<file path="config.mk">
export PLATFORM = sky130hd
export DESIGN_NAME = reuleaux
export DESIGN_NICKNAME = d
export VERILOG_FILES = /design/src/reuleaux_pkg.sv /design/src/screen_fill.sv /design/src/arc_tracer.sv /design/src/corner_calc.sv /design/src/reuleaux_seq.sv /design/src/reuleaux.sv
export SDC_FILE = /design/constraint.sdc
export NUM_CORES = 1
export LEC_CHECK = 0
export ABC_AREA = 1
export ABC_CLOCK_PERIOD_IN_PS = 5400
export BUFFER_PORTS_ARGS = -buffer_cell sky130_fd_sc_hd__buf_2
export CELL_PAD_IN_SITES_DETAIL_PLACEMENT = 2
export CELL_PAD_IN_SITES_GLOBAL_PLACEMENT = 2
export CORE_ASPECT_RATIO = 0.8
export CORE_UTILIZATION = 34
export CTS_BUF_LIST = sky130_fd_sc_hd__clkbuf_8
export CTS_CLUSTER_SIZE = 10
export DETAILED_ROUTE_END_ITERATION = 8
export PLACE_DENSITY = 0.78
export SYNTH_ARGS = -nofsm -noshare
export SYNTH_HDL_FRONTEND = slang
export SYNTH_HIERARCHICAL = 1
export SYNTH_SLANG_ARGS = --single-unit
</file>
<file path="constraint.sdc">
create_clock -name clk -period 5.4 [get_ports clk]
set_clock_uncertainty 0.05 [all_clocks]
set_input_delay 1.08 -clock clk [delete_from_list [all_inputs] [get_ports clk]]
set_output_delay 1.08 -clock clk [all_outputs]
set_load 0.02 [all_outputs]
</file>
<file path="src/reuleaux_pkg.sv">
package reuleaux_pkg;

  // Frame buffer geometry
  localparam int SCREEN_W = 160;
  localparam int SCREEN_H = 120;

  localparam int X_BITS      = 8;
  localparam int Y_BITS      = 7;
  localparam int COLOUR_BITS = 3;

  // Q0.11 constants, sqrt(3)/6 and sqrt(3)/3
  localparam int FRAC_BITS = 11;
  localparam logic [FRAC_BITS-1:0] SQRT3_6_Q = 11'd591;
  localparam logic [FRAC_BITS-1:0] SQRT3_3_Q = 11'd1182;

  localparam logic [COLOUR_BITS-1:0] FILL_COLOUR = 3'd0;

  // Signed working coordinate, wide enough for off-screen corners
  localparam int COORD_BITS = 10;

  typedef struct packed {
    logic [X_BITS-1:0]      x;
    logic [Y_BITS-1:0]      y;
    logic [COLOUR_BITS-1:0] colour;
  } pixel_t;

  typedef struct packed {
    logic signed [COORD_BITS-1:0] x;
    logic signed [COORD_BITS-1:0] y;
  } corner_t;

endpackage

</file>
<file path="src/screen_fill.sv">
module screen_fill (
  input  logic                 clk,
  input  logic                 rst_n,
  input  logic                 start,
  output reuleaux_pkg::pixel_t pixel,
  output logic                 plot,
  output logic                 done
);

  logic [reuleaux_pkg::X_BITS-1:0] x;
  logic [reuleaux_pkg::Y_BITS-1:0] y;
  logic                            busy;
  logic                            row_end;
  logic                            last;

  assign row_end = (x == reuleaux_pkg::SCREEN_W - 1);
  assign last    = row_end && (y == reuleaux_pkg::SCREEN_H - 1);

  // Raster sweep, x fastest
  always_ff @(posedge clk)
  begin
    if (!rst_n)
    begin
      busy <= 1'b0;
      done <= 1'b0;
      x    <= '0;
      y    <= '0;
    end
    else
    begin
      done <= 1'b0;
      if (start)
      begin
        busy <= 1'b1;
        x    <= '0;
        y    <= '0;
      end
      else if (busy)
      begin
        if (row_end)
        begin
          x <= '0;
          y <= y + 1'b1;
        end
        else
        begin
          x <= x + 1'b1;
        end
        if (last)
        begin
          busy <= 1'b0;
          done <= 1'b1;
        end
      end
    end
  end

  assign pixel = '{x: x, y: y, colour: reuleaux_pkg::FILL_COLOUR};
  assign plot  = busy;

  a_fill_on_screen: assert property (@(posedge clk) disable iff (!rst_n)
    plot |-> (pixel.x < reuleaux_pkg::SCREEN_W && pixel.y < reuleaux_pkg::SCREEN_H));

endmodule

</file>
<file path="src/arc_tracer.sv">
module arc_tracer (
  input  logic                                 clk,
  input  logic                                 rst_n,
  input  logic                                 start,
  input  reuleaux_pkg::corner_t                centre,
  input  reuleaux_pkg::corner_t                far_a,
  input  reuleaux_pkg::corner_t                far_b,
  input  logic [reuleaux_pkg::X_BITS-1:0]      radius,
  input  logic [reuleaux_pkg::COLOUR_BITS-1:0] colour,
  output reuleaux_pkg::pixel_t                 pixel,
  output logic                                 plot,
  output logic                                 done
);

  reuleaux_pkg::corner_t                cen_r;
  reuleaux_pkg::corner_t                far_a_r;
  reuleaux_pkg::corner_t                far_b_r;
  logic [reuleaux_pkg::COLOUR_BITS-1:0] colour_r;
  logic                                 busy;
  logic [2:0]                           oct;
  logic                                 finish;

  // Octant walk state, one bit wider than a coordinate
  logic signed [reuleaux_pkg::COORD_BITS:0] ox;
  logic signed [reuleaux_pkg::COORD_BITS:0] oy;
  logic signed [reuleaux_pkg::COORD_BITS:0] crit;
  logic signed [reuleaux_pkg::COORD_BITS:0] ox_next;
  logic signed [reuleaux_pkg::COORD_BITS:0] oy_next;
  logic signed [reuleaux_pkg::COORD_BITS:0] crit_next;
  logic signed [reuleaux_pkg::COORD_BITS:0] rad_w;
  logic signed [reuleaux_pkg::COORD_BITS:0] dx;
  logic signed [reuleaux_pkg::COORD_BITS:0] dy;
  logic signed [reuleaux_pkg::COORD_BITS:0] cen_x;
  logic signed [reuleaux_pkg::COORD_BITS:0] cen_y;
  logic signed [reuleaux_pkg::COORD_BITS:0] px;
  logic signed [reuleaux_pkg::COORD_BITS:0] py;
  logic signed [reuleaux_pkg::COORD_BITS-1:0] lo_x;
  logic signed [reuleaux_pkg::COORD_BITS-1:0] hi_x;
  logic is_top;
  logic in_span;
  logic in_half;
  logic on_screen;

  assign rad_w = {{(reuleaux_pkg::COORD_BITS + 1 - reuleaux_pkg::X_BITS){1'b0}}, radius};

  // Midpoint step, taken after the eighth point of each octant position
  always_comb
  begin
    oy_next = oy + 1;
    if (crit <= 0)
    begin
      ox_next   = ox;
      crit_next = crit + (oy_next <<< 1) + 1;
    end
    else
    begin
      ox_next   = ox - 1;
      crit_next = crit + ((oy_next - ox_next) <<< 1) + 1;
    end
  end

  assign finish = (oy_next > ox_next);

  always_ff @(posedge clk)
  begin
    if (!rst_n)
    begin
      busy <= 1'b0;
      done <= 1'b0;
      oct  <= '0;
    end
    else
    begin
      done <= 1'b0;
      if (start)
      begin
        busy <= 1'b1;
        oct  <= '0;
      end
      else if (busy)
      begin
        oct <= oct + 1'b1;
        if (oct == 3'd7 && finish)
        begin
          busy <= 1'b0;
          done <= 1'b1;
        end
      end
    end
  end

  always_ff @(posedge clk)
  begin
    if (start)
    begin
      cen_r    <= centre;
      far_a_r  <= far_a;
      far_b_r  <= far_b;
      colour_r <= colour;
      ox       <= rad_w;
      oy       <= '0;
      crit     <= 1 - rad_w;
    end
    else if (busy && oct == 3'd7)
    begin
      ox   <= ox_next;
      oy   <= oy_next;
      crit <= crit_next;
    end
  end

  // Eight symmetric points
  always_comb
  begin
    case (oct)
      3'd0:
      begin
        dx = ox;
        dy = oy;
      end
      3'd1:
      begin
        dx = oy;
        dy = ox;
      end
      3'd2:
      begin
        dx = -oy;
        dy = ox;
      end
      3'd3:
      begin
        dx = -ox;
        dy = oy;
      end
      3'd4:
      begin
        dx = -ox;
        dy = -oy;
      end
      3'd5:
      begin
        dx = -oy;
        dy = -ox;
      end
      3'd6:
      begin
        dx = oy;
        dy = -ox;
      end
      default:
      begin
        dx = ox;
        dy = -oy;
      end
    endcase
  end

  assign cen_x = {cen_r.x[reuleaux_pkg::COORD_BITS-1], cen_r.x};
  assign cen_y = {cen_r.y[reuleaux_pkg::COORD_BITS-1], cen_r.y};
  assign px    = cen_x + dx;
  assign py    = cen_y + dy;

  // Top corner sits above both others, so its arc is the lower edge
  assign is_top    = (cen_r.y < far_a_r.y);
  assign lo_x      = (far_a_r.x < far_b_r.x) ? far_a_r.x : far_b_r.x;
  assign hi_x      = (far_a_r.x < far_b_r.x) ? far_b_r.x : far_a_r.x;
  assign in_span   = (px >= lo_x) && (px <= hi_x);
  assign in_half   = is_top ? (py >= cen_y) : (py <= cen_y);
  assign on_screen = (px >= 0) && (px < reuleaux_pkg::SCREEN_W) &&
                     (py >= 0) && (py < reuleaux_pkg::SCREEN_H);

  assign plot = busy && in_span && in_half && on_screen;

  always_comb
  begin
    pixel.x      = px[reuleaux_pkg::X_BITS-1:0];
    pixel.y      = py[reuleaux_pkg::Y_BITS-1:0];
    pixel.colour = colour_r;
  end

  a_no_plot_with_done: assert property (@(posedge clk) disable iff (!rst_n)
    !(done && plot));

  // Walk never runs past the 45 degree line while plotting
  a_plot_in_octant: assert property (@(posedge clk) disable iff (!rst_n)
    plot |-> (oy <= ox));

endmodule

</file>
<file path="src/corner_calc.sv">
module corner_calc (
  input  logic [reuleaux_pkg::X_BITS-1:0] centre_x,
  input  logic [reuleaux_pkg::Y_BITS-1:0] centre_y,
  input  logic [reuleaux_pkg::X_BITS-1:0] diameter,
  output reuleaux_pkg::corner_t           right,
  output reuleaux_pkg::corner_t           left,
  output reuleaux_pkg::corner_t           top
);

  logic [reuleaux_pkg::X_BITS+reuleaux_pkg::FRAC_BITS-1:0] prod_b;
  logic [reuleaux_pkg::X_BITS+reuleaux_pkg::FRAC_BITS-1:0] prod_t;
  logic signed [reuleaux_pkg::COORD_BITS-1:0]              cx;
  logic signed [reuleaux_pkg::COORD_BITS-1:0]              cy;
  logic signed [reuleaux_pkg::COORD_BITS-1:0]              h;
  logic signed [reuleaux_pkg::COORD_BITS-1:0]              b;
  logic signed [reuleaux_pkg::COORD_BITS-1:0]              t;

  assign prod_b = diameter * reuleaux_pkg::SQRT3_6_Q;
  assign prod_t = diameter * reuleaux_pkg::SQRT3_3_Q;

  assign cx = {{(reuleaux_pkg::COORD_BITS - reuleaux_pkg::X_BITS){1'b0}}, centre_x};
  assign cy = {{(reuleaux_pkg::COORD_BITS - reuleaux_pkg::Y_BITS){1'b0}}, centre_y};
  assign h  = {{(reuleaux_pkg::COORD_BITS - reuleaux_pkg::X_BITS + 1){1'b0}},
               diameter[reuleaux_pkg::X_BITS-1:1]};

  // Integer part of the Q.11 products, fraction dropped
  assign b = {{(reuleaux_pkg::COORD_BITS - reuleaux_pkg::X_BITS){1'b0}},
              prod_b[reuleaux_pkg::X_BITS+reuleaux_pkg::FRAC_BITS-1:reuleaux_pkg::FRAC_BITS]};
  assign t = {{(reuleaux_pkg::COORD_BITS - reuleaux_pkg::X_BITS){1'b0}},
              prod_t[reuleaux_pkg::X_BITS+reuleaux_pkg::FRAC_BITS-1:reuleaux_pkg::FRAC_BITS]};

  assign right = '{x: cx + h, y: cy + b};
  assign left  = '{x: cx - h, y: cy + b};
  assign top   = '{x: cx, y: cy - t};

endmodule

</file>
<file path="src/reuleaux_seq.sv">
module reuleaux_seq (
  input  logic                  clk,
  input  logic                  rst_n,
  input  logic                  start,
  input  reuleaux_pkg::corner_t right,
  input  reuleaux_pkg::corner_t left,
  input  reuleaux_pkg::corner_t top,
  input  reuleaux_pkg::pixel_t  fill_pixel,
  input  logic                  fill_plot,
  input  logic                  fill_done,
  input  reuleaux_pkg::pixel_t  arc_pixel,
  input  logic                  arc_plot,
  input  logic                  arc_done,
  output logic                  fill_start,
  output logic                  arc_start,
  output reuleaux_pkg::corner_t arc_centre,
  output reuleaux_pkg::corner_t arc_far_a,
  output reuleaux_pkg::corner_t arc_far_b,
  output reuleaux_pkg::pixel_t  pixel,
  output logic                  plot,
  output logic                  done
);

  typedef enum logic [2:0] {
    st_idle,
    st_fill,
    st_arc_right,
    st_arc_left,
    st_arc_top,
    st_finished
  } state_t;

  state_t state;

  // Engine starts pulse in the first cycle of their state
  always_ff @(posedge clk)
  begin
    if (!rst_n)
    begin
      state      <= st_idle;
      fill_start <= 1'b0;
      arc_start  <= 1'b0;
    end
    else
    begin
      fill_start <= 1'b0;
      arc_start  <= 1'b0;
      case (state)
        st_idle:
        begin
          if (start)
          begin
            state      <= st_fill;
            fill_start <= 1'b1;
          end
        end
        st_fill:
        begin
          if (fill_done)
          begin
            state     <= st_arc_right;
            arc_start <= 1'b1;
          end
        end
        st_arc_right:
        begin
          if (arc_done)
          begin
            state     <= st_arc_left;
            arc_start <= 1'b1;
          end
        end
        st_arc_left:
        begin
          if (arc_done)
          begin
            state     <= st_arc_top;
            arc_start <= 1'b1;
          end
        end
        st_arc_top:
        begin
          if (arc_done)
          begin
            state <= st_finished;
          end
        end
        st_finished:
        begin
          state <= st_finished;
        end
        default:
        begin
          state <= st_idle;
        end
      endcase
    end
  end

  // Arc centre and the two corners that bound it
  always_comb
  begin
    case (state)
      st_arc_left:
      begin
        arc_centre = left;
        arc_far_a  = top;
        arc_far_b  = right;
      end
      st_arc_top:
      begin
        arc_centre = top;
        arc_far_a  = left;
        arc_far_b  = right;
      end
      default:
      begin
        arc_centre = right;
        arc_far_a  = top;
        arc_far_b  = left;
      end
    endcase
  end

  always_comb
  begin
    case (state)
      st_fill:
      begin
        pixel = fill_pixel;
        plot  = fill_plot;
      end
      st_arc_right, st_arc_left, st_arc_top:
      begin
        pixel = arc_pixel;
        plot  = arc_plot;
      end
      default:
      begin
        pixel = '0;
        plot  = 1'b0;
      end
    endcase
  end

  assign done = (state == st_finished);

  // Both engines must be quiet once the drawing is done
  a_done_quiet: assert property (@(posedge clk) disable iff (!rst_n)
    done |-> !(fill_plot || arc_plot));

endmodule

</file>
<file path="src/reuleaux.sv">
module reuleaux (
  input  logic                                 clk,
  input  logic                                 rst_n,
  input  logic                                 start,
  input  logic [reuleaux_pkg::COLOUR_BITS-1:0] colour,
  input  logic [reuleaux_pkg::X_BITS-1:0]      centre_x,
  input  logic [reuleaux_pkg::Y_BITS-1:0]      centre_y,
  input  logic [reuleaux_pkg::X_BITS-1:0]      diameter,
  output reuleaux_pkg::pixel_t                 pixel,
  output logic                                 plot,
  output logic                                 done
);

  reuleaux_pkg::corner_t right;
  reuleaux_pkg::corner_t left;
  reuleaux_pkg::corner_t top;
  reuleaux_pkg::corner_t arc_centre;
  reuleaux_pkg::corner_t arc_far_a;
  reuleaux_pkg::corner_t arc_far_b;
  reuleaux_pkg::pixel_t  fill_pixel;
  reuleaux_pkg::pixel_t  arc_pixel;
  logic                  fill_start;
  logic                  fill_plot;
  logic                  fill_done;
  logic                  arc_start;
  logic                  arc_plot;
  logic                  arc_done;

  corner_calc corner_calc_i (
    .centre_x (centre_x),
    .centre_y (centre_y),
    .diameter (diameter),
    .right    (right),
    .left     (left),
    .top      (top)
  );

  screen_fill screen_fill_i (
    .clk   (clk),
    .rst_n (rst_n),
    .start (fill_start),
    .pixel (fill_pixel),
    .plot  (fill_plot),
    .done  (fill_done)
  );

  // Radius of each arc is the full diameter
  arc_tracer arc_tracer_i (
    .clk    (clk),
    .rst_n  (rst_n),
    .start  (arc_start),
    .centre (arc_centre),
    .far_a  (arc_far_a),
    .far_b  (arc_far_b),
    .radius (diameter),
    .colour (colour),
    .pixel  (arc_pixel),
    .plot   (arc_plot),
    .done   (arc_done)
  );

  reuleaux_seq reuleaux_seq_i (
    .clk        (clk),
    .rst_n      (rst_n),
    .start      (start),
    .right      (right),
    .left       (left),
    .top        (top),
    .fill_pixel (fill_pixel),
    .fill_plot  (fill_plot),
    .fill_done  (fill_done),
    .arc_pixel  (arc_pixel),
    .arc_plot   (arc_plot),
    .arc_done   (arc_done),
    .fill_start (fill_start),
    .arc_start  (arc_start),
    .arc_centre (arc_centre),
    .arc_far_a  (arc_far_a),
    .arc_far_b  (arc_far_b),
    .pixel      (pixel),
    .plot       (plot),
    .done       (done)
  );

endmodule

</file>
==> results.md <==
* Power density over the cells at 299 nW/µm²
* Root Driver: clkbuf_8
* Worst Setup End Kind: output port
* Die Span Y at 183 µm
* Vias post-DR at 16910
* Initial antenna violation count at 4
* Port Buffers at 48
* Fraction of layout cells with a size suffix above 1 at 26.6%
* Mapped cell area at 14000 µm²
* WL/cell at 29.8 µm
* CP Launch Type: flop
* Final ANT Viol Nets at 0
* Multi-input gate area at 10400 µm²
* Die width at 229 µm
* Fin. Hold Viols at 0
* Final estimated routing congestion in global placement at 0.896
* Remaining global-route overflow at 0
* Vias in the first global route at 18043
* Final min period at 7020 ps
* TritonRoute pass-1 iters at 6
* Total die area at 41900 µm²
* Layout area overhead at 29.0%
* CP Max Fanout at 3
* Max Freq at 0.142 GHz
* Final period util at 130%
* Outcome: complete, but fails checks
* Mapped Cells at 1993
* H-Tree Depth at 4
* Post-Place Setup Slack at -730 ps
* Final worst slack at -1620 ps
* Syn_area_per_cell at 7.00 µm²
* Core Region at 39900 µm²
* Drt drc at 0
* Global-route wire length before repair at 110000 µm
* Commonest non-fill, non-tap cell in the layout: nand2_1
* Num rows at 65
* Num ports at 49
* Failing checks: negative setup slack
* Detailed Place HPWL at 48000 µm
* Worst-margin pin slew at 1160 ps
* Clk sink count at 113
* Clk pin slew, worst setup/hold paths at 100 ps
* Yosys warns at 6
* Highest ir drop seen on vdd at 0.251 mV
* Total CTS buffers at 17
* Register area at 2990 µm²
* WS Path Type: reg -> out
* Pins Over Slew Limit at 0
* Most frequent cells in the layout: nand2_1 (431), inv_1 (309), buf_4 (260)
* Nets at 2507
* Initial Utilization at 35.0%
* Clock Tree Buf Depth at 2
* Largest net degree at the start of global routing at 68
* CTS tree: built
* Pleak at 0.00875 µW
* Final Power at 5390 µW
* Post-Route WL at 84000 µm
* WP data required at 4270 ps
* Rel. slew slack at 22.2%
* Setup violators final at 11
* Fillers at 4544
* Initial DRC count at 1351
* Clk_lat worst skew at 550 ps
* CP peak stage delay at 430 ps
* Critical path arrival at 5890 ps
* Hold Path Class: reg -> reg
* Overall Global Routing Usage at 34.2%
* Max-cap violations at 0
* RSZ-0062 raised after global routing: true
* Avg Vias per Cell at 6.01
* Crit path max-delay cell type: dfxtp_1
-- worst paths after layout --
| path | slack (ps) | startpoint | cells past startpoint | to |
|---|---|---|---|---|
| worst max-delay path | -1620 | arc_tracer_i/oy[3]$_SDFFE_PP0P_ | 34 | plot |
| worst min-delay path | 490 | screen_fill_i/done$_SDFF_PP0_ | 2 | reuleaux_seq_i/arc_start$_SDFF_PN0_ |
| worst max register to register | -240 | arc_tracer_i/oy[0]$_SDFFE_PP0P_ | 20 | arc_tracer_i/crit[9]$_DFFE_PP_ |
| worst min register to register | 490 | screen_fill_i/done$_SDFF_PP0_ | 2 | reuleaux_seq_i/arc_start$_SDFF_PN0_ |
-- final cells by class --
type | count | share of cell area (%)
multi-input cells | 1470 | 57.5
flip-flops and latches | 113 | 16.6
repair buffers | 315 | 12.7
inverters | 344 | 7.22
well taps | 536 | 3.72
clock buffers | 17 | 1.30
clock inverters | 15 | 0.882
diodes | 5 | 0.0695
-- state kept, by name, indices dropped and copies added, names as in the netlist, 3 cells and up --
register	count
screen_fill_i/x	8
arc_tracer_i/colour_r	3
arc_tracer_i/oct	3
arc_tracer_i/oy	11
arc_tracer_i/ox	11
arc_tracer_i/cen_r	20
screen_fill_i/y	7
arc_tracer_i/far_a_r	20
arc_tracer_i/far_b_r	10
reuleaux_seq_i/state	3
arc_tracer_i/crit	11
-- metrics by stage --
step | TNS, ps | util, % | hold slack [ps] | instance area [µm²] | cells
CTS | -787 | 42.9 | 441 | 17100 | 2784
floorplan | -27.2 | - | 380 | 14000 | 2001
finish | -2400 | 45.1 | 486 | 18000 | 2815
global placement | -8080 | 40.4 | 389 | 16100 | 2732
global route | -4030 | 45.1 | 494 | 18000 | 2811
detailed placement | -11240 | 40.4 | 415 | 16100 | 2732
-- repair_timing --
action	in CTS	in global routing
gates resized for setup	108	150
buffers inserted	20	27
hold buffers	0	0
pin swaps	43	77
endpoints found under the setup margin	11	20
-- where the power goes --
group | internal, µW | total, µW | leakage [µW] | switching [µW]
sequential | 1030 | 1070 | 0.000986 | 41.3
clock | 412 | 939 | 0.000183 | 527
combinational | 1170 | 3380 | 0.00758 | 2210
-- routing by layer --
layer  up-vias  share of wire [%]  routed length [µm]  global-route usage (%)
li1       7100                  -                   -                       -
met1      8538                 39               32600                    42.2
met2       917                 48               40300                    59.4
met3       353                7.4                6210                    4.94
met4         2                5.9                4930                    14.5
met5         -              0.015                  13                       0
-- worst max-delay path, delay by kind of cell (launching register included) --
kind,cells,cell delay (ps)
AO/OA/AOI/OAI,6,1100
XOR/XNOR,2,340
adder cells (fa/ha/maj),2,560
buffers and inverters,8,730
flip-flops,1,430
AND/OR/NAND/NOR,16,2190
Power figures use the tool's default switching activity.
